===== config.mk =====
export PLATFORM = sky130hd
export DESIGN_NAME = ds_gpr_file
export DESIGN_NICKNAME = d
export VERILOG_FILES = /design/src/rtl/ds_pkg.sv /design/src/rtl/ds_gpr_file.sv
export SDC_FILE = /design/constraint.sdc
export NUM_CORES = 2
export LEC_CHECK = 0
export BUFFER_PORTS_ARGS = -buffer_cell sky130_fd_sc_hd__buf_2
export CAP_MARGIN = 20
export CORE_ASPECT_RATIO = 1.2
export CORE_MARGIN = 5
export CORE_UTILIZATION = 45
export DETAILED_ROUTE_END_ITERATION = 16
export PLACE_DENSITY = 0.6
export SETUP_SLACK_MARGIN = 0.3
export SYNTH_ARGS = -nofsm -noshare
export SYNTH_HDL_FRONTEND = slang
export SYNTH_SLANG_ARGS = --single-unit

===== constraint.sdc =====
create_clock -name i_clk -period 2.4 [get_ports i_clk]
set_input_delay 0.12 -clock i_clk [delete_from_list [all_inputs] [get_ports i_clk]]
set_output_delay 0.12 -clock i_clk [all_outputs]
set_load 0.05 [all_outputs]

===== src/rtl/ds_pkg.sv =====
// Decode stage shared definitions

package ds_pkg;

  localparam int XLEN       = 64;
  localparam int INST_WD    = 32;
  localparam int GPR_ADDR_WD = 5;
  localparam int GPR_NUM    = 32;
  localparam int INST_BYTES = 4; // pc increment

  typedef logic [INST_WD-1:0]     inst_t;
  typedef logic [XLEN-1:0]        pc_t;
  typedef logic [GPR_ADDR_WD-1:0] gpr_addr_t;
  typedef logic [XLEN-1:0]        gpr_data_t;
  typedef logic [XLEN-1:0]        imm_t;
  typedef logic [3:0]             alu_op_t;
  typedef logic [2:0]             mem_op_t;  // funct3 of load/store
  typedef logic [2:0]             br_func_t; // funct3 of branch

  // major opcodes
  localparam logic [6:0] OPC_OP_IMM = 7'b0010011;
  localparam logic [6:0] OPC_OP     = 7'b0110011;
  localparam logic [6:0] OPC_LOAD   = 7'b0000011;
  localparam logic [6:0] OPC_STORE  = 7'b0100011;
  localparam logic [6:0] OPC_BRANCH = 7'b1100011;

  // funct3 / funct7 codes of the kept subset
  localparam logic [2:0] F3_ADD   = 3'b000;
  localparam logic [2:0] F3_DWORD = 3'b011; // ld / sd
  localparam logic [6:0] F7_BASE  = 7'b0000000;
  localparam logic [6:0] F7_SUB   = 7'b0100000;

  localparam br_func_t BR_EQ = 3'b000;
  localparam br_func_t BR_NE = 3'b001;
  localparam br_func_t BR_LT = 3'b100;
  localparam br_func_t BR_GE = 3'b101;

  // alu operations
  localparam alu_op_t ALU_NONE = 4'd0;
  localparam alu_op_t ALU_ADD  = 4'd1;
  localparam alu_op_t ALU_SUB  = 4'd2;

endpackage


===== src/rtl/ds_gpr_file.sv =====
// General register file

`timescale 1ns/10ps

module ds_gpr_file (
  input  logic              i_clk,
  input  logic              i_rst_n,
  input  ds_pkg::gpr_addr_t i_raddr1,
  input  ds_pkg::gpr_addr_t i_raddr2,
  output ds_pkg::gpr_data_t o_rdata1,
  output ds_pkg::gpr_data_t o_rdata2,
  input  logic              i_wen,
  input  ds_pkg::gpr_addr_t i_waddr,
  input  ds_pkg::gpr_data_t i_wdata
);

  import ds_pkg::*;

  gpr_data_t regs [1:GPR_NUM-1]; // x0 not stored

  always_ff @(posedge i_clk or negedge i_rst_n) begin
    if (!i_rst_n) begin
      for (int i = 1; i < GPR_NUM; i++) begin
        regs[i] <= '0;
      end
    end else if (i_wen && (i_waddr != '0)) begin
      regs[i_waddr] <= i_wdata;
    end
  end

  assign o_rdata1 = (i_raddr1 == '0) ? '0 : regs[i_raddr1];
  assign o_rdata2 = (i_raddr2 == '0) ? '0 : regs[i_raddr2];

endmodule


==> out/results.ini <==
[status]
status=complete, but fails checks
violations=setup timing

[global_route]
antenna_found_initial=19
grt_first_pass_wirelength_um=540400
overflow=0
grt.total_usage=0.2963
grt_pass1_vias=75350
grt_max_degree=120

[synthesis]
synth_seq_cells=1984
syn_area_sq_mm=0.1067
synth-warning-count=0
synth_nets=7531
synth_mux_area_frac=0.4318
synth_top_area_frac=0.4655
synth_fa_ha_area_frac=0
synth_top_family_by_area=multiplexers
syn_avg_cell_area_sq_um=14.32
seq_area_frac_synth=0.4655
synth-compound-area-share=0.04212
synth_top_cell_by_area=dfrtp_1
synthTopCellsByArea=dfrtp_1, mux2_2, mux4_2, mux2i_1, clkbuf_1
synth.distinct_cells=44
syn_inst=7449
synth-simple-area-share=0.02691
yosys.area_share.xor_xnor=0

[final_layout]
largest_reg_flops=1984
drive_gt1_frac=0.5544
final_cell_mix=mux2_2, dfrtp_1, mux4_2, mux2i_1, buf_4
layout.cells.non_filler=11160
nNetsFinal=7917
area_growth_pct=19.43
final_common_cell=mux2_2
largest_register=regs
reg_top3=regs (1984)

[timing]
layout_min_cycle_time_ns=2.828
setup_tns_ns=-32.60
setup_ws_ns=-0.4285
grt_setup_unrepaired=true
slew_violations=0
tightest_slew_ns=0.8854
relSlewSlack=0.4085
min_period_over_period=1.179
clock.fmax_mhz=353.5
finalHoldViolations=0
clock_skew_ns=0
setup-violations-final=128

[pwr]
p_leak_nw=55.76
peakVddDrop_mv=0.6289
p_per_area_mw_per_mm2=822.0

[detailed_routing]
post-route-drc-count=0
firstDrtPassIters=5
wl_per_cell_um=33.08
routed_wl_um=369300
drt_iter0_drc=6302
vias_per_cell=6.431
drtAntennaViolNets=0
num_vias=71800

[floorplanning]
start_util=0.4526
io_pins=210
rows=195
coreArea_sq_mm=0.2357
dieArea_sq_mm=0.2469
die_w_um=454.4
die_h_um=543.3

[placement]
dpl.hpwl_um=232000
io_buffers=209
place_inst=10610
place.gp.congestion=0.8507

[clock_tree]
cts.sinks=1984
root_buffer=clkbuf_16
cts_tree=built
htree_num_levels=4
clkSlewWorstSetupHoldPaths_ns=0.06
clock_latency_ns=0.89
cts_buffers=218
clock_path_buffers=4

[setup_path]
crit_required_ns=2.28
reg2reg_slack_ns=1.30
worst-r2r-cell-count=4
arrival_ns=2.71
worstSetupStartpointType=flip-flop
path_class=reg2out
crit_path_max_fanout=3
endpoint_kind=primary output

[run]
drv_cap=0

[worst_hold_path]
holdCritPathClass=in2reg
hold_path_depth=6

## per-layer routing
metal / GRT usage / part of all wire / vias up / wire length (um)
met3: 0.04184 / 0.059 / 838 / 21880
met5: 0 / 0.00019 / - / 69
met2: 0.4862 / 0.48 / 2660 / 178400
met4: 0.1299 / 0.051 / 10 / 18870
li1: - / - / 29270 / -
met1: 0.3948 / 0.41 / 39020 / 150100
## worst paths after layout
kind | to | from
setup / recovery | o_rdata2[56] | regs[312]
hold / removal | regs[1978] | i_waddr[4]
setup reg to reg | regs[828] | regs[828]
hold reg to reg | regs[82] | regs[82]
max in group asynchronous | regs[1398] | i_rst_n
min in group asynchronous | regs[355] | i_rst_n
## layout make-up
type,count,area (sq um)
multi-input cells,4662,55020
clock inverters,63,780.7
clock buffers,324,6506
flip-flops and latches,1984,49650
diodes,10,25.02
well taps,3152,3944
repair buffers,968,11460
inverters,1,6.256
fillers,19360,108300
## repair_timing
item,CTS,global route
resized for setup,282,116
endpoints found under the hold margin,3968,0
pin swaps,75,79
buffers inserted,58,27
endpoints found under the setup margin,128,128
hold buffers,72,0
## Yosys cell counts
cell type	number
and2_1	4
inv_1	1
buf_1	49
a221oi_2	1
nand4_1	1
buf_6	15
nor2_1	98
o21ai_0	105
o221ai_1	15
o31ai_4	1
or3_1	16
a31oi_1	68
a211oi_1	4
a22oi_1	75
mux2_2	2178
nand2_2	1
a221oi_1	119
mux2i_1	458
buf_4	41
clkbuf_1	446
a21o_1	9
and3_1	2
nand4b_1	1
a2111oi_0	4
nand3_1	19
nor2_2	7
a21oi_1	121
nand2b_1	8
a311oi_1	8
a22o_1	2
mux2_1	1
a211o_1	9
buf_2	251
o22ai_1	9
nor3_1	88
nand2_1	253
mux4_2	748
o32a_1	18
o22a_1	4
dfrtp_1	1984
nor2b_1	121
or4_1	1
o211ai_1	79
mux2_4	6
## critical path, stage by stage, from the launching register on
cell and delay [ns]:
dfrtp_1 0.40, mux4_2 0.48, mux2_4 0.28, o211ai_1 0.27, o21ai_4 0.18, buf_8 0.20
## stage by stage
stage          area (sq um)    util  power [mW]  hold WS, ns  setup WS [ns]
6_report             127400  0.5405       104.7       0.1040        -0.4285
5_1_grt              127400  0.5405       108.9       0.1359        -0.4861
4_1_cts              126700  0.5376       104.7      0.03810        -0.4983
3_5_place_dp         117200  0.4971       68.94      0.06784       -0.07938
3_3_place_gp         117200  0.4971       67.97      0.07078        -0.1492
2_1_floorplan        107100       -       60.84      -0.1756        0.05566
## kinds of logic (layout without fill, tap and decap cells)
| logic type | count (synthesis) | after routing |
|---|---|---|
| and+or+nand+nor | 620 | 620 |
| buffers and inverters | 803 | 1356 |
| AOI/OAI and AO/OA | 651 | 651 |
| other | 0 | 10 |
| DFF | 1984 | 1984 |
| muxes | 3391 | 3391 |
## power by group
group / total (mW) / leakage [nW] / switching [mW] / internal (mW)
Clock: 34.7 / 3.62 / 14.3 / 20.3
Combinational: 25.0 / 26.8 / 10.7 / 14.3
Sequential: 45.0 / 25.4 / 5.01 / 40.0
No activity file was read; power rests on OpenSTA's default activity.
