$ cat config.mk
export PLATFORM = sky130hd
export DESIGN_NAME = ds_bypass
export DESIGN_NICKNAME = d
export VERILOG_FILES = /design/src/rtl/ds_pkg.sv /design/src/rtl/ds_bypass.sv
export SDC_FILE = /design/constraint.sdc
export NUM_CORES = 1
export LEC_CHECK = 0
export BUFFER_PORTS_ARGS = -buffer_cell sky130_fd_sc_hd__buf_2
export CORE_AREA = 4 4 179 181
export DETAILED_ROUTE_END_ITERATION = 12
export DIE_AREA = 0 0 183 185
export PLACE_DENSITY = 0.43
export SYNTH_ARGS = -nofsm -noshare
export SYNTH_HDL_FRONTEND = slang
export SYNTH_SLANG_ARGS = --single-unit
export TNS_END_PERCENT = 1
$ cat constraint.sdc
create_clock -name vclk -period 5.1
set_input_delay 1.02 -clock vclk [all_inputs]
set_output_delay 1.02 -clock vclk [all_outputs]
set_load 0.1 [all_outputs]
$ cat src/rtl/ds_pkg.sv
// Decode stage shared definitions

package ds_pkg;

  localparam int XLEN       = 64;
  localparam int INST_WD    = 32;
  localparam int GPR_ADDR_WD = 5;
  localparam int GPR_NUM    = 32;
  localparam int INST_BYTES = 4; // pc increment

  typedef logic [INST_WD-1:0]     inst_t;
  typedef logic [XLEN-1:0]        pc_t;
  typedef logic [GPR_ADDR_WD-1:0] gpr_addr_t;
  typedef logic [XLEN-1:0]        gpr_data_t;
  typedef logic [XLEN-1:0]        imm_t;
  typedef logic [3:0]             alu_op_t;
  typedef logic [2:0]             mem_op_t;  // funct3 of load/store
  typedef logic [2:0]             br_func_t; // funct3 of branch

  // major opcodes
  localparam logic [6:0] OPC_OP_IMM = 7'b0010011;
  localparam logic [6:0] OPC_OP     = 7'b0110011;
  localparam logic [6:0] OPC_LOAD   = 7'b0000011;
  localparam logic [6:0] OPC_STORE  = 7'b0100011;
  localparam logic [6:0] OPC_BRANCH = 7'b1100011;

  // funct3 / funct7 codes of the kept subset
  localparam logic [2:0] F3_ADD   = 3'b000;
  localparam logic [2:0] F3_DWORD = 3'b011; // ld / sd
  localparam logic [6:0] F7_BASE  = 7'b0000000;
  localparam logic [6:0] F7_SUB   = 7'b0100000;

  localparam br_func_t BR_EQ = 3'b000;
  localparam br_func_t BR_NE = 3'b001;
  localparam br_func_t BR_LT = 3'b100;
  localparam br_func_t BR_GE = 3'b101;

  // alu operations
  localparam alu_op_t ALU_NONE = 4'd0;
  localparam alu_op_t ALU_ADD  = 4'd1;
  localparam alu_op_t ALU_SUB  = 4'd2;

endpackage

$ cat src/rtl/ds_bypass.sv
// Operand forwarding muxes

`timescale 1ns/10ps

module ds_bypass (
  input  ds_pkg::gpr_addr_t i_rs1,
  input  ds_pkg::gpr_addr_t i_rs2,
  input  ds_pkg::gpr_data_t i_rf_data1,
  input  ds_pkg::gpr_data_t i_rf_data2,
  input  ds_pkg::gpr_addr_t i_es_rd,
  input  ds_pkg::gpr_addr_t i_ms_rd,
  input  ds_pkg::gpr_addr_t i_ws_rd,
  input  ds_pkg::gpr_data_t i_es_result,
  input  ds_pkg::gpr_data_t i_ms_result,
  input  ds_pkg::gpr_data_t i_ws_result,
  output ds_pkg::gpr_data_t o_rs1_data,
  output ds_pkg::gpr_data_t o_rs2_data
);

  import ds_pkg::*;

  // youngest matching stage wins, rd of zero never forwards
  function automatic gpr_data_t fwd_sel(input gpr_addr_t rs, input gpr_data_t rf_data,
                                        input gpr_addr_t es_rd, input gpr_data_t es_res,
                                        input gpr_addr_t ms_rd, input gpr_data_t ms_res,
                                        input gpr_addr_t ws_rd, input gpr_data_t ws_res);
    if (es_rd != '0 && rs == es_rd) return es_res;
    else if (ms_rd != '0 && rs == ms_rd) return ms_res;
    else if (ws_rd != '0 && rs == ws_rd) return ws_res;
    else return rf_data;
  endfunction

  assign o_rs1_data = fwd_sel(i_rs1, i_rf_data1, i_es_rd, i_es_result,
                              i_ms_rd, i_ms_result, i_ws_rd, i_ws_result);
  assign o_rs2_data = fwd_sel(i_rs2, i_rf_data2, i_es_rd, i_es_result,
                              i_ms_rd, i_ms_result, i_ws_rd, i_ws_result);

endmodule

==> flow_summary.ini <==
[floorplan]
initial_utilization_pct = 15.8
total_number_of_placement_rows = 64
design.core.area_um2 = 30400
dieWidth_um = 183
die-area_um2 = 33900
floorplan.die.height_um = 185
top_level_ports = 473

[logic_synthesis]
synth_cells = 848
synth_area_leader_cell = o221a_1
share_of_the_synthesized_area_in_compound_gates_ao_oa_aoi_oai_pct = 56.5
synth-seq-area-share_pct = 0
post_synth_num_cell_types = 18
synthAdderAreaFrac_pct = 0
synth_commonest_cells = nand2_1 (197), o21ai_1 (148), inv_1 (128)
synth.mux.area_fraction_pct = 0
synth_top_family_by_area = compound AO/OA/AOI/OAI gates
biggest_area_contributors_in_the_synthesized_netlist = o221a_1 (28%), o21ai_1 (15%), nand2_1 (15%)
yosys.cell_count.top_type = nand2_1
yosys.area.top_type_share_pct = 28.3
ys_warn_count = 0
synthSimpleGateAreaFrac_pct = 18.0
netlist_area_um2 = 4820
synth_area_per_cell_um2 = 5.68
syn-num-nets = 1193
post_synthesis_xor_xnor_area_fraction_pct = 5.45

[power_and_ir_drop]
sw_frac_of_total_pct = 78.4
share_of_power_burned_in_registers_pct = 0
p_per_area_nw_per_um2 = 207
intPower_uw = 332
p_comb_share_pct = 100.0
vdd_drop_max_v = 0.000104
power_leakage_uw = 0.00390
power.share.clock_pct = 0
switching_power_uw = 1210

[drt]
drt_wl_total_mm = 32.0
vias = 8081
drt-vias-per-instance = 4.89
drtPass1Iterations = 5
detail_route.drc_violations = 0
drt_iter0_markers = 503
detail-route-antenna-nets = 0
wire_per_inst_um = 19.3

[flow_run]
max_cap_viol_count = 0

[critical_path]
path_max_fanout = 35
critical_path_buf_inv_count = 3
worst-endpoint-arrival_ns = 3.31
timing.critical_path.cells = buf_2, xnor2_1, nand2_1, and4b_2, buf_12, o221a_1, o21ai_1, buf_2
cp_slowest_cell = and4b_2
worstPathRequired_ns = 4.08
critical_path.top_delay_family = simple AND/OR/NAND/NOR gates
timing.critical_path.mode_cell = buf_2
worstSetupEndpointType = primary output
worstSetupStartpointType = primary input
slowest_delay_ns = 0.91
worstSetupPathType = in2out

[final_layout]
synthToLayoutAreaGrowth_pct = 54.2
final_layout_size_suffix_gt1_share_pct = 40.3
design.seq.count = 0
multi_input_comb_area_um2 = 3860
layout.core_utilization_pct = 24.4
fillers = 3597
nNetsFinal = 1602
clkbuf_count = 0
seqCellArea_um2 = 0

[hold_path]
hold_path_startpoint = i_es_result[47]
holdPathEnd = o_rs2_data[47]
hp-class = in2out
min_path_cells = 4

[placed_design]
dpl.hpwl_mm = 24.5
gp_congestion = 0.923
placement.io_buffers = 473

[sta]
final-max-slew-violation-count = 0
rsz_0062_raised_after_global_routing = no
maxClockFrequency_ghz = 0.231
report.final.hold_viol_count = 0
tightestPinTransition_ns = 0.965
finalCriticalPeriod_ns = 4.33
final-setup-viol-count = 0
setup_tns_ns = 0
final_min_period_over_clock_period_pct = 84.9
slew-limit-headroom_pct = 35.7

[run_status]
status = finished, final reports clean

[grt]
grt_start_max_net_pins = 68
global_route_wire_length_before_repair_mm = 46.4
antenna_found_initial = 1
gr-total-overflow = 0
grt_use_total_pct = 16.9
grt_pass1_vias = 8018

[clock_tree]
cts_setup_buffers = 0
post_cts_resize_count = 0
cts_hold_buffers = 0
## kinds of logic (layout without fill, tap and decap cells)
| kind of cell | count (synthesis) | in the layout |
|---|---|---|
| compound gates | 384 | 384 |
| buf+inv | 215 | 622 |
| other cells | 0 | 2 |
| xor+xnor | 30 | 30 |
| simple gates | 219 | 219 |
## stage by stage
stage / std cells / instance area, um^2 / setup slack (ns) / total power (uW) / hold WS (ns)
floorplan: 848 / 4820 / 0.728 / 1180 / 2.66
global placement: 1651 / 7420 / 0.788 / 1540 / 2.52
detailed placement: 1651 / 7420 / 0.760 / 1540 / 2.52
CTS: 1651 / 7420 / 0.762 / 1540 / 2.52
global route: 1652 / 7430 / 0.624 / 1600 / 2.54
finish: 1653 / 7430 / 0.771 / 1540 / 2.52
## final cells by class
class	count	share of cell area (%)
Inverter	128	6.47
Tap cell	396	6.67
Multi-Input combinational cell	633	52.0
Timing Repair Buffer	494	34.8
Antenna cell	2	0.0674
## routing by layer
metal | wire (um) | GRT usage, %
met5 | 0 | 0
met4 | 896 | 4.59
met3 | 2970 | 2.91
met2 | 15600 | 30.3
met1 | 12500 | 20.9
## worst max path at each step
stage	slack, ns	startpoint	to	depth (start not counted)
global placement	0.79	i_ws_rd[0]	o_rs1_data[27]	8
floorplan	0.73	i_ws_rd[3]	o_rs1_data[10]	6
finish	0.77	i_ws_rd[0]	o_rs1_data[27]	8
detailed placement	0.76	i_ws_rd[0]	o_rs1_data[27]	8
global route	0.62	i_ws_rd[0]	o_rs1_data[31]	8
CTS	0.76	i_ws_rd[0]	o_rs1_data[27]	8
## cells in the final DEF, fill, tap and decap left out
cell / instances
o21ai_0: 108
and4b_2: 2
buf_12: 5
diode_2: 2
o21ai_1: 148
inv_1: 128
buf_2: 473
buf_4: 16
nand2_2: 1
nand2_1: 196
nor2_1: 5
xnor2_1: 14
o221a_1: 121
and4_2: 2
o221a_2: 7
xor2_1: 16
nand4_1: 6
nor3_1: 7
## power by group through the flow
stage               sequential (uW)  combinational (uW)  clock, uW
floorplan                         0                1180          0
global placement                  0                1540          0
detailed placement                0                1540          0
CTS                               0                1540          0
global route                      0                1600  0.0000262
finish                            0                1540  0.0000524
(Power assumes the default switching activity.)
