<file path="config.mk">
export PLATFORM = sky130hd
export DESIGN_NAME = ds_stage_ctrl
export DESIGN_NICKNAME = d
export VERILOG_FILES = /design/src/rtl/ds_pkg.sv /design/src/rtl/ds_stage_ctrl.sv
export SDC_FILE = /design/constraint.sdc
export NUM_CORES = 1
export LEC_CHECK = 0
export ABC_AREA = 1
export BUFFER_PORTS_ARGS = -buffer_cell sky130_fd_sc_hd__buf_2
export CORE_MARGIN = 10
export CORE_UTILIZATION = 37
export CTS_CLUSTER_DIAMETER = 50
export CTS_CLUSTER_SIZE = 25
export DETAILED_ROUTE_END_ITERATION = 7
export PLACE_DENSITY = 0.76
export SETUP_SLACK_MARGIN = 0.2
export SLEW_MARGIN = 5
export SYNTH_ARGS = -nofsm -noshare
export SYNTH_HDL_FRONTEND = slang
export SYNTH_SLANG_ARGS = --single-unit
</file>
<file path="constraint.sdc">
create_clock -name i_clk -period 5.5 [get_ports i_clk]
set_clock_uncertainty 0.2 [all_clocks]
set_input_delay 0.275 -clock i_clk [delete_from_list [all_inputs] [get_ports i_clk]]
set_output_delay 0.275 -clock i_clk [all_outputs]
set_load 0.02 [all_outputs]
</file>
<file path="src/rtl/ds_pkg.sv">
// Decode stage shared definitions

package ds_pkg;

  localparam int XLEN       = 64;
  localparam int INST_WD    = 32;
  localparam int GPR_ADDR_WD = 5;
  localparam int GPR_NUM    = 32;
  localparam int INST_BYTES = 4; // pc increment

  typedef logic [INST_WD-1:0]     inst_t;
  typedef logic [XLEN-1:0]        pc_t;
  typedef logic [GPR_ADDR_WD-1:0] gpr_addr_t;
  typedef logic [XLEN-1:0]        gpr_data_t;
  typedef logic [XLEN-1:0]        imm_t;
  typedef logic [3:0]             alu_op_t;
  typedef logic [2:0]             mem_op_t;  // funct3 of load/store
  typedef logic [2:0]             br_func_t; // funct3 of branch

  // major opcodes
  localparam logic [6:0] OPC_OP_IMM = 7'b0010011;
  localparam logic [6:0] OPC_OP     = 7'b0110011;
  localparam logic [6:0] OPC_LOAD   = 7'b0000011;
  localparam logic [6:0] OPC_STORE  = 7'b0100011;
  localparam logic [6:0] OPC_BRANCH = 7'b1100011;

  // funct3 / funct7 codes of the kept subset
  localparam logic [2:0] F3_ADD   = 3'b000;
  localparam logic [2:0] F3_DWORD = 3'b011; // ld / sd
  localparam logic [6:0] F7_BASE  = 7'b0000000;
  localparam logic [6:0] F7_SUB   = 7'b0100000;

  localparam br_func_t BR_EQ = 3'b000;
  localparam br_func_t BR_NE = 3'b001;
  localparam br_func_t BR_LT = 3'b100;
  localparam br_func_t BR_GE = 3'b101;

  // alu operations
  localparam alu_op_t ALU_NONE = 4'd0;
  localparam alu_op_t ALU_ADD  = 4'd1;
  localparam alu_op_t ALU_SUB  = 4'd2;

endpackage

</file>
<file path="src/rtl/ds_stage_ctrl.sv">
// Decode stage register and handshake

`timescale 1ns/10ps

module ds_stage_ctrl (
  input  logic              i_clk,
  input  logic              i_rst_n,
  // from fetch
  input  logic              i_fs_valid,
  input  ds_pkg::inst_t     i_fs_inst,
  input  ds_pkg::pc_t       i_fs_pc,
  // from execute
  input  logic              i_es_allowin,
  input  logic              i_es_load_sel,
  input  ds_pkg::gpr_addr_t i_es_rd,
  // decoded source fields of the held instruction
  input  ds_pkg::gpr_addr_t i_rs1,
  input  ds_pkg::gpr_addr_t i_rs2,
  output logic              o_ds_valid,
  output ds_pkg::inst_t     o_ds_inst,
  output ds_pkg::pc_t       o_ds_pc,
  output logic              o_load_stall,
  output logic              o_ds_allowin,
  output logic              o_ds_to_es_valid
);

  logic ds_ready_go;

  // load in execute feeds a source of this instruction, wait for it to reach memory
  assign o_load_stall = i_es_load_sel && (i_es_rd != '0) &&
                        ((i_es_rd == i_rs1) || (i_es_rd == i_rs2));

  assign ds_ready_go      = ~o_load_stall;
  assign o_ds_allowin     = !o_ds_valid || (ds_ready_go && i_es_allowin);
  assign o_ds_to_es_valid = o_ds_valid && ds_ready_go;

  always_ff @(posedge i_clk or negedge i_rst_n) begin
    if (!i_rst_n) begin
      o_ds_valid <= 1'b0;
    end else if (o_ds_allowin) begin
      o_ds_valid <= i_fs_valid;
    end
  end

  always_ff @(posedge i_clk) begin
    if (i_fs_valid && o_ds_allowin) begin
      o_ds_inst <= i_fs_inst;
      o_ds_pc   <= i_fs_pc;
    end
  end

endmodule

</file>
==> results.sh <==
export IMPL_via_count=2628
export IMPL_hold_buffers=99
export IMPL_rows=33
export IMPL_intPower_mw=1.155
export IMPL_status="complete, no violations"
export IMPL_maxCapViolCount=0
export IMPL_port_buffers=215
export IMPL_synthDistinctLibCells=11
export IMPL_setup_violations_final=0
export IMPL_seq_area_um2=2908
export IMPL_coreArea_um2=8258
export IMPL_multiInputGateArea_um2=197.7
export IMPL_first_pass_iters=4
export IMPL_synth_yosys_seq_area_share_pct=92.08
export IMPL_drive_gt1_share_pct=49.80
export IMPL_critPathCaptureType="flip-flop"
export IMPL_cp_data_arrival_time_ns=1.99
export IMPL_post_route_min_period_ns=2.158
export IMPL_cts_buffer_depth=2
export IMPL_grt_pass1_wl_mm=16.98
export IMPL_areaGrowthSynthToFinish_pct=77.58
export IMPL_dp_cells=477
export IMPL_crit_chain="buf_2, nor3_1, nand3_1, nand2_1, inv_1, nand2_2, nand2_2, a21oi_4, buf_12, buf_12"
export IMPL_gp_congestion=0.7782
export IMPL_p_per_area_nw_per_um2=279.5
export IMPL_crit_path_top_delay_cell="a21oi_4"
export IMPL_syn_inst=156
export IMPL_tns_ns=0
export IMPL_yosys_warnings=0
export IMPL_drc_errors=0
export IMPL_fillerInstances=569
export IMPL_hold_violations=0
export IMPL_cts_root_buffer="clkbuf_8"
export IMPL_finalMaxSlewViolations=0
export IMPL_final_nets=599
export IMPL_clk_latency_ns=0.35
export IMPL_crit_type="input port to flip-flop"
export IMPL_avgRoutedWirePerCell_um=19.14
export IMPL_max_slew_margin_pct=68.93
export IMPL_ant_nets=0
export IMPL_ir_drop_mv=0.1822
export IMPL_post_cts_buffers=0
export IMPL_p_sw_share_pct=26.33
export IMPL_start_util_pct=38.24
export IMPL_syn_area_um2=3158
export IMPL_grt_max_degree=58
export IMPL_grtUsageTotal_pct=17.36
export IMPL_dieHeight_um=112.4
export IMPL_switching_power_uw=412.8
export IMPL_pwr_share_seq_pct=56.0
export IMPL_instances_no_fill=594
export IMPL_chipWidth_um=112.4
export IMPL_htree_levels=3
export IMPL_design_die_area_um2=12630
export IMPL_critPathLaunchType="input port"
export IMPL_cts_repair_resized=0
export IMPL_via_per_inst=4.424
export IMPL_critPathMaxFanout=57
export IMPL_tightest_slew_ns=0.4650
export IMPL_rsz0062_at_grt="false"
export IMPL_avgSynthCellArea_um2=20.24
export IMPL_grt_pass1_vias=2881
export IMPL_cts_buffers_inserted=9
export IMPL_p_leak_nw=2.499
export IMPL_min_period_over_period_pct=39.23
export IMPL_min_path_type="input port to flip-flop"
export IMPL_syn_num_nets=272
export IMPL_crit_path_max_incr_delay_ns=0.41
export IMPL_cts_tree="built"
export IMPL_antenna_found_initial=1
export IMPL_grt_overflow_total=0
export IMPL_drtIter0Drc=117
export IMPL_clock_sinks=97
export IMPL_power_frac_clock_pct=28.6
export IMPL_drt_total_wl_mm=11.37
export IMPL_p_comb_share_pct=15.5
export IMPL_ys_seq_elements=97
export IMPL_cts_clk_slew_worst_paths_ns=0.10
export IMPL_max_freq_ghz=0.4635
export IMPL_dp_hpwl_mm=7.563
export IMPL_ios=216
export IMPL_cp_required_ns=5.33
per-stage QoR:
stage	instance area [µm²]	utilization [%]	power (mW)	setup slack [ns]	hold slack [ns]
6_report	5608	67.91	1.568	3.342	0.08059
5_1_grt	5608	67.91	1.637	3.152	0.09811
4_1_cts	5585	67.64	1.575	2.987	0.02947
3_5_place_dp	4397	53.24	1.075	2.600	-0.1501
3_3_place_gp	4397	53.24	1.068	2.702	-0.1487
2_1_floorplan	3162	-	0.9804	1.322	-0.2206
final cells by class:
cell class	count	share of cell area, %
antenna	1	0.04462
sequential	97	51.85
tap	105	2.343
inverter	17	1.138
clock inverter	7	1.316
multi-input combinational	42	3.525
clock buffer	9	2.209
timing repair buffer	316	37.57
cell usage after synthesis:
cell type / number / area, µm²
nor3_1: 1 / 5.000
nand3_1: 3 / 15.01
dfrtp_1: 1 / 25.02
inv_2: 4 / 15.01
nor2_1: 7 / 26.28
nand2_2: 5 / 31.28
a21oi_1: 1 / 5.000
xnor2_1: 2 / 17.52
inv_1: 13 / 48.80
edfxtp_1: 96 / 2883
nand2_1: 23 / 86.33
cell usage in the layout, fill, tap and decap left out, types with 3 or more instances in the layout:
cell type      instances
buf_2                215
dlygate4sd3_1         99
edfxtp_1              96
nand2_1               23
inv_1                 13
clkbuf_8               9
nor2_1                 7
nand2_2                5
inv_2                  4
nand3_1                3
inv_8                  3
critical path, delay by kind of cell:
family | cells | cell delay [ns]
buf+inv | 4 | 0.73
simple gates | 5 | 0.53
compound gates | 1 | 0.41
layer usage:
metal	vias to the layer above	track usage [%]	wire, µm
met4	0	5.838	223
met5	-	0	0
met3	17	7.774	1203
met2	160	31.05	5962
met1	1238	17.56	3981
li1	1213	-	-
final timing paths:
kind / slack (ns) / startpoint / to / cells past startpoint
min reg2reg: 0.47 / o_ds_valid$_DFFE_PN0P_ / o_ds_valid$_DFFE_PN0P_ / 2
max: 3.34 / i_es_rd[1] / o_ds_pc[24]$_DFFE_PP_ / 10
min: 0.08 / i_es_allowin / o_ds_valid$_DFFE_PN0P_ / 4
max in group asynchronous: 4.46 / i_rst_n / o_ds_valid$_DFFE_PN0P_ / 3
min in group asynchronous: 0.54 / i_rst_n / o_ds_valid$_DFFE_PN0P_ / 3
max reg2reg: 3.47 / o_ds_valid$_DFFE_PN0P_ / o_ds_pc[24]$_DFFE_PP_ / 3
state kept, by name, indices dropped and copies added, names as in the netlist:
name        cells
o_ds_inst      32
o_ds_pc        64
o_ds_valid      1
power groups by stage:
stage	Clock (mW)	Sequential [mW]	Combinational, mW
finish	0.448	0.877	0.243
global route	0.495	0.881	0.261
CTS	0.460	0.876	0.239
detailed placement	0	0.892	0.182
global placement	0	0.890	0.178
floorplan	0	0.951	0.0292
logic make-up after synthesis:
logic type                count (synthesis)  synth area share [%]
DFF                                      97                 92.08
and+or+nand+nor                          39                 5.190
buffers and inverters                    17                 2.021
xor gates and xnor gates                  2                0.5548
AOI/OAI and AO/OA                         1                0.1583
Note: power is estimated with default switching activity, not from simulation.
