<file path="src/rtl/ds_pkg.sv">
// Decode stage shared definitions

package ds_pkg;

  localparam int XLEN       = 64;
  localparam int INST_WD    = 32;
  localparam int GPR_ADDR_WD = 5;
  localparam int GPR_NUM    = 32;
  localparam int INST_BYTES = 4; // pc increment

  typedef logic [INST_WD-1:0]     inst_t;
  typedef logic [XLEN-1:0]        pc_t;
  typedef logic [GPR_ADDR_WD-1:0] gpr_addr_t;
  typedef logic [XLEN-1:0]        gpr_data_t;
  typedef logic [XLEN-1:0]        imm_t;
  typedef logic [3:0]             alu_op_t;
  typedef logic [2:0]             mem_op_t;  // funct3 of load/store
  typedef logic [2:0]             br_func_t; // funct3 of branch

  // major opcodes
  localparam logic [6:0] OPC_OP_IMM = 7'b0010011;
  localparam logic [6:0] OPC_OP     = 7'b0110011;
  localparam logic [6:0] OPC_LOAD   = 7'b0000011;
  localparam logic [6:0] OPC_STORE  = 7'b0100011;
  localparam logic [6:0] OPC_BRANCH = 7'b1100011;

  // funct3 / funct7 codes of the kept subset
  localparam logic [2:0] F3_ADD   = 3'b000;
  localparam logic [2:0] F3_DWORD = 3'b011; // ld / sd
  localparam logic [6:0] F7_BASE  = 7'b0000000;
  localparam logic [6:0] F7_SUB   = 7'b0100000;

  localparam br_func_t BR_EQ = 3'b000;
  localparam br_func_t BR_NE = 3'b001;
  localparam br_func_t BR_LT = 3'b100;
  localparam br_func_t BR_GE = 3'b101;

  // alu operations
  localparam alu_op_t ALU_NONE = 4'd0;
  localparam alu_op_t ALU_ADD  = 4'd1;
  localparam alu_op_t ALU_SUB  = 4'd2;

endpackage

</file>
<file path="src/rtl/ds_decoder.sv">
// RV64I subset decoder

`timescale 1ns/10ps

module ds_decoder (
  input  ds_pkg::inst_t     i_inst,
  output ds_pkg::gpr_addr_t o_rs1,
  output ds_pkg::gpr_addr_t o_rs2,
  output ds_pkg::gpr_addr_t o_rd,
  output ds_pkg::imm_t      o_imm,
  output ds_pkg::alu_op_t   o_alu_op,
  output logic              o_alu_src2_imm,
  output logic              o_gpr_wen,
  output logic              o_mem_ren,
  output logic              o_mem_wen,
  output ds_pkg::mem_op_t   o_mem_op,
  output logic              o_bren,
  output ds_pkg::br_func_t  o_br_func,
  output logic              o_invalid
);

  import ds_pkg::*;

  logic [6:0] opcode;
  logic [2:0] funct3;
  logic [6:0] funct7;
  imm_t       imm_i;
  imm_t       imm_s;
  imm_t       imm_b;

  assign opcode = i_inst[6:0];
  assign funct3 = i_inst[14:12];
  assign funct7 = i_inst[31:25];

  // raw fields, whatever the format
  assign o_rs1 = i_inst[19:15];
  assign o_rs2 = i_inst[24:20];
  assign o_rd  = i_inst[11:7];

  assign imm_i = {{52{i_inst[31]}}, i_inst[31:20]};
  assign imm_s = {{52{i_inst[31]}}, i_inst[31:25], i_inst[11:7]};
  assign imm_b = {{51{i_inst[31]}}, i_inst[31], i_inst[7], i_inst[30:25],
                  i_inst[11:8], 1'b0};

  assign o_mem_op  = funct3;
  assign o_br_func = funct3;

  always_comb begin
    o_imm          = '0;
    o_alu_op       = ALU_NONE;
    o_alu_src2_imm = 1'b0;
    o_gpr_wen      = 1'b0;
    o_mem_ren      = 1'b0;
    o_mem_wen      = 1'b0;
    o_bren         = 1'b0;
    o_invalid      = 1'b0;
    case (opcode)
      OPC_OP_IMM: begin // addi
        if (funct3 == F3_ADD) begin
          o_imm          = imm_i;
          o_alu_op       = ALU_ADD;
          o_alu_src2_imm = 1'b1;
          o_gpr_wen      = 1'b1;
        end else begin
          o_invalid = 1'b1;
        end
      end
      OPC_OP: begin // add / sub
        if (funct3 == F3_ADD && funct7 == F7_BASE) begin
          o_alu_op  = ALU_ADD;
          o_gpr_wen = 1'b1;
        end else if (funct3 == F3_ADD && funct7 == F7_SUB) begin
          o_alu_op  = ALU_SUB;
          o_gpr_wen = 1'b1;
        end else begin
          o_invalid = 1'b1;
        end
      end
      OPC_LOAD: begin
        if (funct3 == F3_DWORD) begin
          o_imm          = imm_i;
          o_alu_op       = ALU_ADD; // address calc
          o_alu_src2_imm = 1'b1;
          o_gpr_wen      = 1'b1;
          o_mem_ren      = 1'b1;
        end else begin
          o_invalid = 1'b1;
        end
      end
      OPC_STORE: begin
        if (funct3 == F3_DWORD) begin
          o_imm          = imm_s;
          o_alu_op       = ALU_ADD;
          o_alu_src2_imm = 1'b1;
          o_mem_wen      = 1'b1;
        end else begin
          o_invalid = 1'b1;
        end
      end
      OPC_BRANCH: begin
        if (funct3 == BR_EQ || funct3 == BR_NE || funct3 == BR_LT || funct3 == BR_GE) begin
          o_imm  = imm_b;
          o_bren = 1'b1;
        end else begin
          o_invalid = 1'b1;
        end
      end
      default: o_invalid = 1'b1;
    endcase
  end

endmodule

</file>
<file path="config.mk">
export PLATFORM = sky130hd
export DESIGN_NAME = ds_decoder
export DESIGN_NICKNAME = d
export VERILOG_FILES = /design/src/rtl/ds_pkg.sv /design/src/rtl/ds_decoder.sv
export SDC_FILE = /design/constraint.sdc
export NUM_CORES = 1
export LEC_CHECK = 0
export ABC_AREA = 0
export BUFFER_PORTS_ARGS = -buffer_cell sky130_fd_sc_hd__clkbuf_2
export CORE_MARGIN = 10
export CORE_UTILIZATION = 33
export DETAILED_ROUTE_END_ITERATION = 6
export GPL_ROUTABILITY_DRIVEN = 0
export PLACE_DENSITY = 0.95
export REMOVE_ABC_BUFFERS = 1
export SLEW_MARGIN = 20
export SYNTH_ARGS = -nofsm -noshare
export SYNTH_HDL_FRONTEND = slang
export SYNTH_SLANG_ARGS = --single-unit
</file>
<file path="constraint.sdc">
create_clock -name vclk -period 8.3
set_input_delay 1.245 -clock vclk [all_inputs]
set_output_delay 1.245 -clock vclk [all_outputs]
set_load 0.01 [all_outputs]
</file>
==> flow_summary.ini <==
[route]
routedWlPerCell_um = 15.7
drt-initial-drc-count = 14
num_vias = 850
wl_um = 3150
routed_via_density = 4.25
ant_nets = 0
dr.pass1.iters = 2
drc = 0

[layout]
layout.nets = 203
drive_gt1_share_pct = 76.9
clock_buffers = 0
num_antenna_cells = 0
final_cells = 200
fill_cells = 310
synthToLayoutAreaGrowth_pct = 4.77
register_area_sq_um = 0
seq_cells = 0

[global_routing]
grt_usage_pct = 9.33
grt_pass1_vias = 840
grt_pass1_wl_um = 4360
grt-ovfl-total = 0
grt_max_degree = 53
grt_antenna_before_repair = 0

[clock_network]
cts_resized = 0
cts_setup_buffers = 0
cts-hold-fix-buffers = 0

[worst_setup_path]
cp_data_required_time_ps = 7050
end_kind = output pin
critPathMostFrequentCell = clkbuf_2
critPathSlowestCell = a2111o_1
worst_path_largest_cell_delay_ps = 690
crit_fanout = 52
crit_family = compound AO/OA/AOI/OAI gates
worstPathArrival_ps = 3320
crit_chain = clkbuf_2 > or3b_1 > a2111o_1 > a21boi_2 > buf_4 > clkbuf_2
worstSetupPathType = primary input to output pin
timing.critical_path.buf_inv = 3
crit_path_start_kind = primary input

[logic_synthesis]
yosysSeqAreaShare_pct = 0
syn_avg_cell_area_sq_um = 7.40
yosysUniqueCellTypes = 32
netlist_instances = 131
synth_area_sq_um = 970
yosys_warnings = 0

[power_and_ir_drop]
totalPowerFinal_uw = 23.6
power_leakage_nw = 0.658
powerDensity_nw_per_um2 = 23.2
ir_drop_mv = 0.0157

[timing]
finalHoldViolations = 0
worst_pin_slew_ps = 597
rsz0062_at_grt = false
relSlewSlack_pct = 60.2
final-setup-viol-count = 0
fin_crit_ps = 4570
final_max_slew_viol_count = 0
maxClockFrequency_ghz = 0.219
fin_crit_sh_pct = 55.0

[hold_path]
hold_class = primary input to output pin

[floorplanning]
fp.dieH_um = 74.2
ioPinCount = 127
dieArea_sq_um = 5510
rows = 19
die_w_um = 74.2
core_area_sq_um = 2780
start_util_pct = 34.9

[placement]
placed_cells = 200
numPortBuffers = 115
dp_hpwl_um = 2880

[run]
maxCapViolations = 0

[run_status]
outcome = complete, no violations
[synthesized netlist by cell type (all sizes together), types with 2 or more instances]
cell type | number | area [sq um]
buf | 76 | 572
inv | 9 | 33.8
a21boi | 6 | 60.1
nor3 | 4 | 20.0
o22ai | 4 | 50.1
clkbuf | 3 | 11.3
a211oi | 2 | 20.0
and2 | 2 | 12.5
nand2b | 2 | 12.5
nand4bb | 2 | 22.5
nor2 | 2 | 7.51
nor4 | 2 | 12.5
or2 | 2 | 12.5
[cell families (layout without fill, tap and decap cells)]
logic type / Yosys count / in the layout / synth area share (%)
AO/OA/AOI/OAI: 21 / 21 / 22.1
buffers and inverters: 88 / 125 / 63.6
other: 1 / 2 / 0.387
AND/OR/NAND/NOR: 21 / 21 / 13.9
[path summary, 6_finish.rpt]
check	from	endpoint	slack, ps	cells past startpoint
worst min-delay path	i_inst[16]	o_rs1[1]	2490	0
worst max-delay path	i_inst[12]	o_imm[37]	3730	6
[metal layers]
layer | track usage [%] | vias to the layer above | wire [um]
met2 | 19.0 | 54 | 1750
li1 | - | 438 | -
met5 | 0 | - | 0
met4 | 0.621 | 0 | 8
met3 | 3.19 | 2 | 400
met1 | 9.01 | 356 | 984
[stage by stage]
step,TNS (ps),cell area [sq um],hold WS (ps),utilization (%),setup WS (ps)
after CTS,0,1020,2490,36.5,3730
after detailed placement,0,1020,2490,36.5,3740
final,0,1020,2490,36.5,3730
after global placement,0,1020,2490,36.5,3800
after floorplan,-327140,390,2490,-,-6290
after global routing,0,1020,2490,36.5,3600
[placed cells by master (no fill, tap or decap)]
| master | netlist | final |
|---|---|---|
| a2111o_1 | 1 | 1 |
| a2111oi_0 | 1 | 1 |
| a211o_1 | 1 | 1 |
| a211oi_1 | 1 | 1 |
| a211oi_2 | 1 | 1 |
| a21bo_2 | 1 | 1 |
| a21boi_0 | 2 | 1 |
| a21boi_2 | 4 | 5 |
| a21oi_2 | 1 | 1 |
| a22o_1 | 1 | 1 |
| a32o_1 | 1 | 1 |
| a41o_1 | 1 | 1 |
| and2_1 | 2 | 2 |
| buf_4 | 74 | 1 |
| clkbuf_2 | 0 | 115 |
| conb_1 | 1 | 2 |
| inv_1 | 9 | 9 |
| nand2_1 | 1 | 1 |
| nand2b_1 | 2 | 2 |
| nand3_1 | 1 | 1 |
| nand3b_1 | 1 | 1 |
| nand4bb_1 | 2 | 2 |
| nor2_1 | 2 | 2 |
| nor3_1 | 4 | 4 |
| nor4_1 | 2 | 2 |
| o22ai_2 | 4 | 4 |
| o31ai_1 | 1 | 1 |
| or2_2 | 2 | 2 |
| or3b_1 | 1 | 1 |
| or4b_1 | 1 | 1 |
[power by group]
group / total (mW) / internal [mW] / switching [mW]
logic: 0.0236 / 0.0108 / 0.0128
clock network: 0 / 0 / 0
registers: 0 / 0 / 0
[cell type report]
class / count / area [sq um] / area share [%]
multi-input cells: 44 / 360 / 35.5
well taps: 31 / 38.8 / 3.82
inverters: 9 / 33.8 / 3.33
repair buffers: 116 / 583 / 57.4
No activity file was read; power rests on OpenSTA's default activity.
