$ cat src/rtl/ds_pkg.sv
// Decode stage shared definitions

package ds_pkg;

  localparam int XLEN       = 64;
  localparam int INST_WD    = 32;
  localparam int GPR_ADDR_WD = 5;
  localparam int GPR_NUM    = 32;
  localparam int INST_BYTES = 4; // pc increment

  typedef logic [INST_WD-1:0]     inst_t;
  typedef logic [XLEN-1:0]        pc_t;
  typedef logic [GPR_ADDR_WD-1:0] gpr_addr_t;
  typedef logic [XLEN-1:0]        gpr_data_t;
  typedef logic [XLEN-1:0]        imm_t;
  typedef logic [3:0]             alu_op_t;
  typedef logic [2:0]             mem_op_t;  // funct3 of load/store
  typedef logic [2:0]             br_func_t; // funct3 of branch

  // major opcodes
  localparam logic [6:0] OPC_OP_IMM = 7'b0010011;
  localparam logic [6:0] OPC_OP     = 7'b0110011;
  localparam logic [6:0] OPC_LOAD   = 7'b0000011;
  localparam logic [6:0] OPC_STORE  = 7'b0100011;
  localparam logic [6:0] OPC_BRANCH = 7'b1100011;

  // funct3 / funct7 codes of the kept subset
  localparam logic [2:0] F3_ADD   = 3'b000;
  localparam logic [2:0] F3_DWORD = 3'b011; // ld / sd
  localparam logic [6:0] F7_BASE  = 7'b0000000;
  localparam logic [6:0] F7_SUB   = 7'b0100000;

  localparam br_func_t BR_EQ = 3'b000;
  localparam br_func_t BR_NE = 3'b001;
  localparam br_func_t BR_LT = 3'b100;
  localparam br_func_t BR_GE = 3'b101;

  // alu operations
  localparam alu_op_t ALU_NONE = 4'd0;
  localparam alu_op_t ALU_ADD  = 4'd1;
  localparam alu_op_t ALU_SUB  = 4'd2;

endpackage

$ cat src/rtl/ds_branch_unit.sv
// Branch resolution

`timescale 1ns/10ps

module ds_branch_unit (
  input  logic              i_ds_valid,
  input  logic              i_bren,
  input  ds_pkg::br_func_t  i_br_func,
  input  ds_pkg::gpr_data_t i_rs1_data,
  input  ds_pkg::gpr_data_t i_rs2_data,
  input  ds_pkg::pc_t       i_pc,
  input  ds_pkg::imm_t      i_imm,
  input  logic              i_load_stall,
  output logic              o_br_taken,
  output ds_pkg::pc_t       o_br_target,
  output logic              o_br_stall
);

  import ds_pkg::*;

  logic cond;

  always_comb begin
    case (i_br_func)
      BR_EQ:   cond = (i_rs1_data == i_rs2_data);
      BR_NE:   cond = (i_rs1_data != i_rs2_data);
      BR_LT:   cond = ($signed(i_rs1_data) <  $signed(i_rs2_data));
      BR_GE:   cond = ($signed(i_rs1_data) >= $signed(i_rs2_data));
      default: cond = 1'b0;
    endcase
  end

  assign o_br_taken  = i_ds_valid && i_bren && cond;
  assign o_br_target = i_pc + i_imm;
  assign o_br_stall  = o_br_taken && i_load_stall; // operands not ready yet, fetch must hold

endmodule

$ cat config.mk
export PLATFORM = sky130hd
export DESIGN_NAME = ds_branch_unit
export DESIGN_NICKNAME = d
export VERILOG_FILES = /design/src/rtl/ds_pkg.sv /design/src/rtl/ds_branch_unit.sv
export SDC_FILE = /design/constraint.sdc
export NUM_CORES = 1
export LEC_CHECK = 0
export BUFFER_PORTS_ARGS = -buffer_cell sky130_fd_sc_hd__buf_2
export CORE_ASPECT_RATIO = 0.5
export CORE_MARGIN = 2
export CORE_UTILIZATION = 36
export DETAILED_ROUTE_END_ITERATION = 6
export GPL_ROUTABILITY_DRIVEN = 0
export PLACE_DENSITY = 0.7
export REMOVE_ABC_BUFFERS = 1
export SLEW_MARGIN = 20
export SYNTH_ARGS = -nofsm -noshare
export SYNTH_HDL_FRONTEND = slang
export SYNTH_SLANG_ARGS = --single-unit
$ cat constraint.sdc
create_clock -name vclk -period 4.1
set_clock_uncertainty 0.1 [all_clocks]
set_input_delay 0.82 -clock vclk [all_inputs]
set_output_delay 0.82 -clock vclk [all_outputs]
set_load 0.05 [all_outputs]
==> impl_metrics.csv, run 1 <==
group,metric,value,unit
critical_path,cp-startpoint,"i_imm[0]",
final_layout,final_nets,1653,
power,p_leak,0.00526,uW
yosys,synth_xor_area_frac,0.0957,
yosys,synth_cells,773,
placement,post-place-cells,1433,
yosys,yosysWarnings,0,
route,vias,7912,
floorplan,rows,31,
global_route,grt-ovfl-total,0,
outcome,status,"finished, violations left",
power,peakVddDrop,243,uV
route,viasPerCell,5.42,
route,wl_per_cell,17.0,um
yosys,ys_seq_area_frac,0,
global_route,antenna_found_initial,1,
final_layout,stdcell_count,1460,
timing,report.final.slew_viol_count,0,
critical_path,required,3180,ps
final_layout,layout.area.seq,0,sq um
global_route,track_usage,0.268,
global_route,grt_pass1_wl,36.0,mm
hold_path,worstHoldStart,"i_load_stall",
timing,fin_crit_sh,1.12,
critical_path,cp_num_buf_inv,3,
timing,slew_headroom,0.558,
timing,fin_crit,4590,ps
timing,setup_slack,-493,ps
critical_path,path_cells,"buf_8 > ha_4 > inv_2 > fa_2 > nor2b_2 > o31a_2 > a41oi_2 > o21ai_2 > a41oi_4 > o21ai_4 > a221oi_4 > o211a_1 > o21ai_2 > xnor2_1 > buf_4",
yosys,netlist_area,0.00540,sq mm
route,drtAntennaViolNets,0,
critical_path,crit_slowest_cell,"a221oi_4",
critical_path,cpMostUsedCell,"o21ai_2",
timing,tightest_slew,657,ps
critical_path,cp-start-kind,"input pin",
floorplan,io_pins,328,
run,cap_viol_max_count,0,
critical_path,arrival,3670,ps
yosys,synth_top_family_by_area,"compound AO/OA/AOI/OAI gates",
floorplan,core,0.0145,sq mm
final_layout,drive_gt1_frac,0.534,
timing,setup_violations,37,
final_layout,nFlopsAndLatches,0,
timing,fin_tns_setup,-9980,ps
final_layout,fin_util,0.691,
final_layout,syn_to_final_growth,86.1,%
yosys,synth_fa_ha_area_frac,0.298,
timing,fmax,218,MHz
outcome,violations,"setup timing",
timing,rsz0062_at_grt,"yes",
route,wl,24.8,mm
route,drc_errors,0,
yosys,syn_avg_cell_area,6.98,sq um
yosys,muxShareOfSynthArea,0.00394,
placement,port_buffers,328,
route,dr.pass1.iters,5,
placement,hpwl,18.7,mm
global_route,grt_start_max_net_pins,11,
floorplan,dieArea,0.0161,sq mm
critical_path,crit_path_end_kind,"primary output",
final_layout,nFillCells,1153,
floorplan,start_util,0.371,
critical_path,crit_fanout,3,
power,powerDensity,218,mW/mm^2
yosys,synth-simple-area-share,0.181,
final_layout,clkbuf_count,0,
critical_path,critPathTopFamily,"compound AO/OA/AOI/OAI gates",
timing,timing.hold.ws,1930,ps
route,drt_first_iter_violations,344,
yosys,synth_compound_area_frac,0.347,
yosys,ys_types,71,
hold_path,hold_path_class,"input pin to primary output",
floorplan,die_y,90.6,um
critical_path,slowest_delay,360,ps
global_route,grt_pass1_vias,7805,
floorplan,die_w,177,um
critical_path,crit_type,"input pin to primary output",
timing,hold_viol,0,
final_layout,multi_input_area,0.00607,sq mm
placement,place_ws,-825,ps
==> per-stage QoR <==
step	instance area, sq um	total power (uW)
final	10000	2190
after global routing	10000	2320
after CTS	9420	2000
after detailed placement	8450	1780
after global placement	8450	1750
after floorplan	5300	1140
==> where the power goes <==
group | internal (uW) | switching (uW) | total, uW
sequential | 0 | 0 | 0
clock | 0.0000326 | 0 | 0.0000326
combinational | 921 | 1270 | 2190
==> worst paths after layout <==
path                     endpoint  slack [ps]  cells after the start
setup / recovery  o_br_target[58]        -490                     15
hold / removal         o_br_stall        1930                      4
==> area by class of cell <==
class                      count  share of cell area
multi-input combinational    668               0.604
timing repair buffer         514               0.341
inverter                      79              0.0303
tap                          198              0.0247
antenna                        1            0.000249
==> synthesized netlist by cell type, drive strengths merged (8+ instances only) <==
library cell	instances	area share
nand4	33	0.038
clkbuf	22	0.016
a21o	57	0.079
a21oi	89	0.085
nor3	8	0.0083
o21bai	8	0.011
a211oi	8	0.013
nand3	17	0.016
nor2	52	0.036
nand2	51	0.036
nand2b	9	0.010
xor2	20	0.032
o21a	14	0.019
ha	127	0.29
inv	79	0.055
xnor2	39	0.063
o21ai	58	0.054
==> placed cells by master (no fill, tap or decap), types with 10 or more instances in the layout <==
master / netlist / routed
ha_4: 0 / 27
a21oi_2: 1 / 20
inv_1: 79 / 74
xnor2_2: 0 / 10
xnor2_1: 39 / 27
buf_4: 0 / 198
nand3_1: 17 / 14
o21ai_2: 1 / 10
a21oi_1: 87 / 64
nor2_1: 52 / 46
buf_2: 3 / 265
buf_6: 0 / 46
xor2_1: 20 / 13
o21ai_1: 5 / 13
a21o_1: 57 / 57
ha_1: 127 / 95
nand2_1: 50 / 47
o21ai_0: 52 / 32
nand4_1: 33 / 33
o21a_1: 14 / 13
==> layer usage <==
layer | vias up | track usage | wire length (um)
met5 | - | 0 | 0
li1 | 3810 | - | -
met2 | 319 | 0.508 | 12800
met3 | 76 | 0.0320 | 1340
met1 | 3707 | 0.309 | 9840
met4 | 0 | 0.0847 | 802
==> logic make-up (layout without fill, tap and decap cells) <==
logic type | count (synthesis) | in the layout
mux | 2 | 2
xor+xnor | 59 | 59
other cells | 0 | 1
fa+ha+maj | 128 | 128
compound gates | 282 | 282
simple gates | 197 | 197
buf+inv | 105 | 593
==> timing repair <==
| action | in CTS | in global routing |
|---|---|---|
| endpoints found under the setup margin | 47 | 48 |
| setup buffers | 19 | 17 |
| resized for setup | 187 | 104 |
| pin swaps | 89 | 55 |
| hold buffers | 0 | 0 |
| cloned | 0 | 0 |
Power figures use the tool's default switching activity.
==> run 2, diff against run 1 <==
--- a/config.mk
+++ b/config.mk
@@ -11,7 +11,7 @@
 export CORE_UTILIZATION = 36
 export DETAILED_ROUTE_END_ITERATION = 6
 export GPL_ROUTABILITY_DRIVEN = 0
-export PLACE_DENSITY = 0.7
+export PLACE_DENSITY = 0.68
 export REMOVE_ABC_BUFFERS = 1
 export SLEW_MARGIN = 20
 export SYNTH_ARGS = -nofsm -noshare
==> constraint.sdc (replaced) <==
create_clock -name vclk -period 4.41
set_clock_uncertainty 0.1 [all_clocks]
set_input_delay 0.882 -clock vclk [all_inputs]
set_output_delay 0.882 -clock vclk [all_outputs]
set_load 0.05 [all_outputs]
==> run 2 against run 1 <==
The run still ends with setup timing left. Sequential cell count is the same. Power fell by 11%. Critical path depth is 1 higher. Die area is the same. Final cell count fell by 0.68%. Clock-buffer cell count did not move. Sequential share of layout area unchanged.
==> impl_metrics.csv, run 2 (synthesized netlist as in run 1, its figures left out) <==
group,metric,value,unit
timing,fin_crit_sh,1.06,
power,clkPwrFrac,0,
critical_path,cp-start-kind,"input pin",
timing,timing.hold.ws,2000,ps
timing,tightest_slew,527,ps
global_route,grt-busiest-layer,"met2",
final_layout,nFlopsAndLatches,0,
timing,fmax,215,MHz
route,vias,7675,
route,drc_errors,0,
route,dr.pass1.iters,6,
floorplan,rows,31,
power,switching_share,0.588,
critical_path,crit_path_end_kind,"primary output",
final_layout,drive_gt1_frac,0.514,
timing,slew_headroom,0.646,
critical_path,arrival,3680,ps
floorplan,start_util,0.371,
final_layout,fin_util,0.666,
critical_path,required,3430,ps
power,p_int,800,uW
critical_path,crit_slowest_cell,"nor4b_4",
run,cap_viol_max_count,0,
floorplan,die_y,90.6,um
critical_path,critPathTopFamily,"compound AO/OA/AOI/OAI gates",
final_layout,syn_to_final_growth,79.4,%
power,switching_power,1140,uW
timing,fin_crit,4660,ps
timing,rsz0062_at_grt,"yes",
outcome,status,"finished, violations left",
global_route,grtUsageMet3,0.0177,
outcome,violations,"setup timing",
global_route,grt.met1_usage,0.317,
route,wl,23.0,mm
timing,report.final.slew_viol_count,0,
final_layout,final_common_cell,"buf_2",
floorplan,core,0.0145,sq mm
hold_path,hold_end,"o_br_taken",
timing,setup_violations,22,
power,combPwrFrac,1.000,
critical_path,slowest_delay,340,ps
route,drtAntennaViolNets,0,
route,drt_first_iter_violations,175,
global_route,track_usage,0.259,
hold_path,hold_path_class,"input pin to primary output",
power,powerDensity,200,mW/mm^2
timing,hold_viol,0,
global_route,use_met2,0.482,
final_layout,layout.area.seq,0,sq um
hold_path,worstHoldStart,"i_br_func[1]",
route,wl_per_cell,15.9,um
global_route,grt_start_max_net_pins,11,
placement,hpwl,18.2,mm
critical_path,crit_type,"input pin to primary output",
final_layout,layout_common_cells,"277 x buf_2, 186 x buf_4, 101 x ha_1",
final_layout,clkbuf_count,0,
placement,port_buffers,328,
floorplan,io_pins,328,
floorplan,dieArea,0.0161,sq mm
power,peakVddDrop,233,uV
timing,setup_slack,-251,ps
critical_path,cp_num_buf_inv,5,
critical_path,path_cells,"buf_6 > ha_4 > nand4_1 > nor4b_4 > a2111oi_4 > buf_4 > a211oi_2 > nor3_2 > buf_4 > a2bb2oi_2 > nand2_2 > buf_4 > a21oi_4 > o41ai_2 > xor2_1 > buf_4",
critical_path,crit_fanout,4,
power,p_leak,0.00514,uW
critical_path,cpMostUsedCell,"buf_4",
clock_tree,holdBufCountCts,0,
floorplan,die_w,177,um
final_layout,final_nets,1643,
hold_path,hold_depth,3,
global_route,antenna_found_initial,1,
route,viasPerCell,5.29,
global_route,grt_pass1_vias,7678,
global_route,grt-ovfl-total,0,
global_route,grt_pass1_wl,35.0,mm
power,p_seq_frac,0,
run 2: changes by cell type in the layout (fill, tap and decap cells not counted), sizes merged:
cell / before / now
buf: 514 / 501
clkbuf: 0 / 3
run 2: timing repair:
item	4_1_cts	5_1_grt
buffers inserted	24	19
gates cloned	0	0
endpoints found under the setup margin	38	43
resized for setup	147	105
pin swaps	68	54
run 2: power groups by stage:
stage                     Combinational [uW]  Sequential [uW]  Clock [uW]
after CTS                               1780                0           0
final                                   1940                0   0.0000303
after global placement                  1600                0           0
after floorplan                         1060                0           0
after detailed placement                1620                0           0
after global routing                    2060                0   0.0000303
run 2: worst max path at each step:
stage | from | endpoint | depth (start not counted) | slack (ps)
floorplan | i_pc[0] | o_br_target[56] | 13 | -940
global placement | i_pc[0] | o_br_target[60] | 15 | -630
detailed placement | i_pc[0] | o_br_target[60] | 15 | -760
CTS | i_pc[8] | o_br_target[63] | 13 | -200
global route | i_imm[19] | o_br_target[63] | 16 | -380
finish | i_pc[6] | o_br_target[61] | 16 | -250
run 2: tightest hold or removal path, cell delays in order:
cell	delay (ps)
buf_2	110
nor4_2	50
buf_4	180
run 2: stage by stage:
stage          power [uW]  std cells  area, sq um  worst slack [ps]  TNS, ps
6_report             1940       1450         9690              -251    -3140
5_1_grt              2060       1450         9690              -380    -6240
4_1_cts              1780       1437         9100              -198    -1930
3_5_place_dp         1620       1415         8270              -755   -11720
3_3_place_gp         1600       1415         8270              -630   -10770
2_1_floorplan        1060        747         5300              -942   -10930
run 2: routing by layer:
metal | wire length (um) | part of all wire
met5 | 0 | 0
met4 | 808 | 0.035
met3 | 988 | 0.043
met2 | 11600 | 0.51
met1 | 9570 | 0.42
run 2: area by class of cell:
class	instances	area (sq um)
multi-input cells	668	5890
fillers	1191	4860
repair buffers	504	3250
inverters	79	299
well taps	198	248
diodes	1	2.50
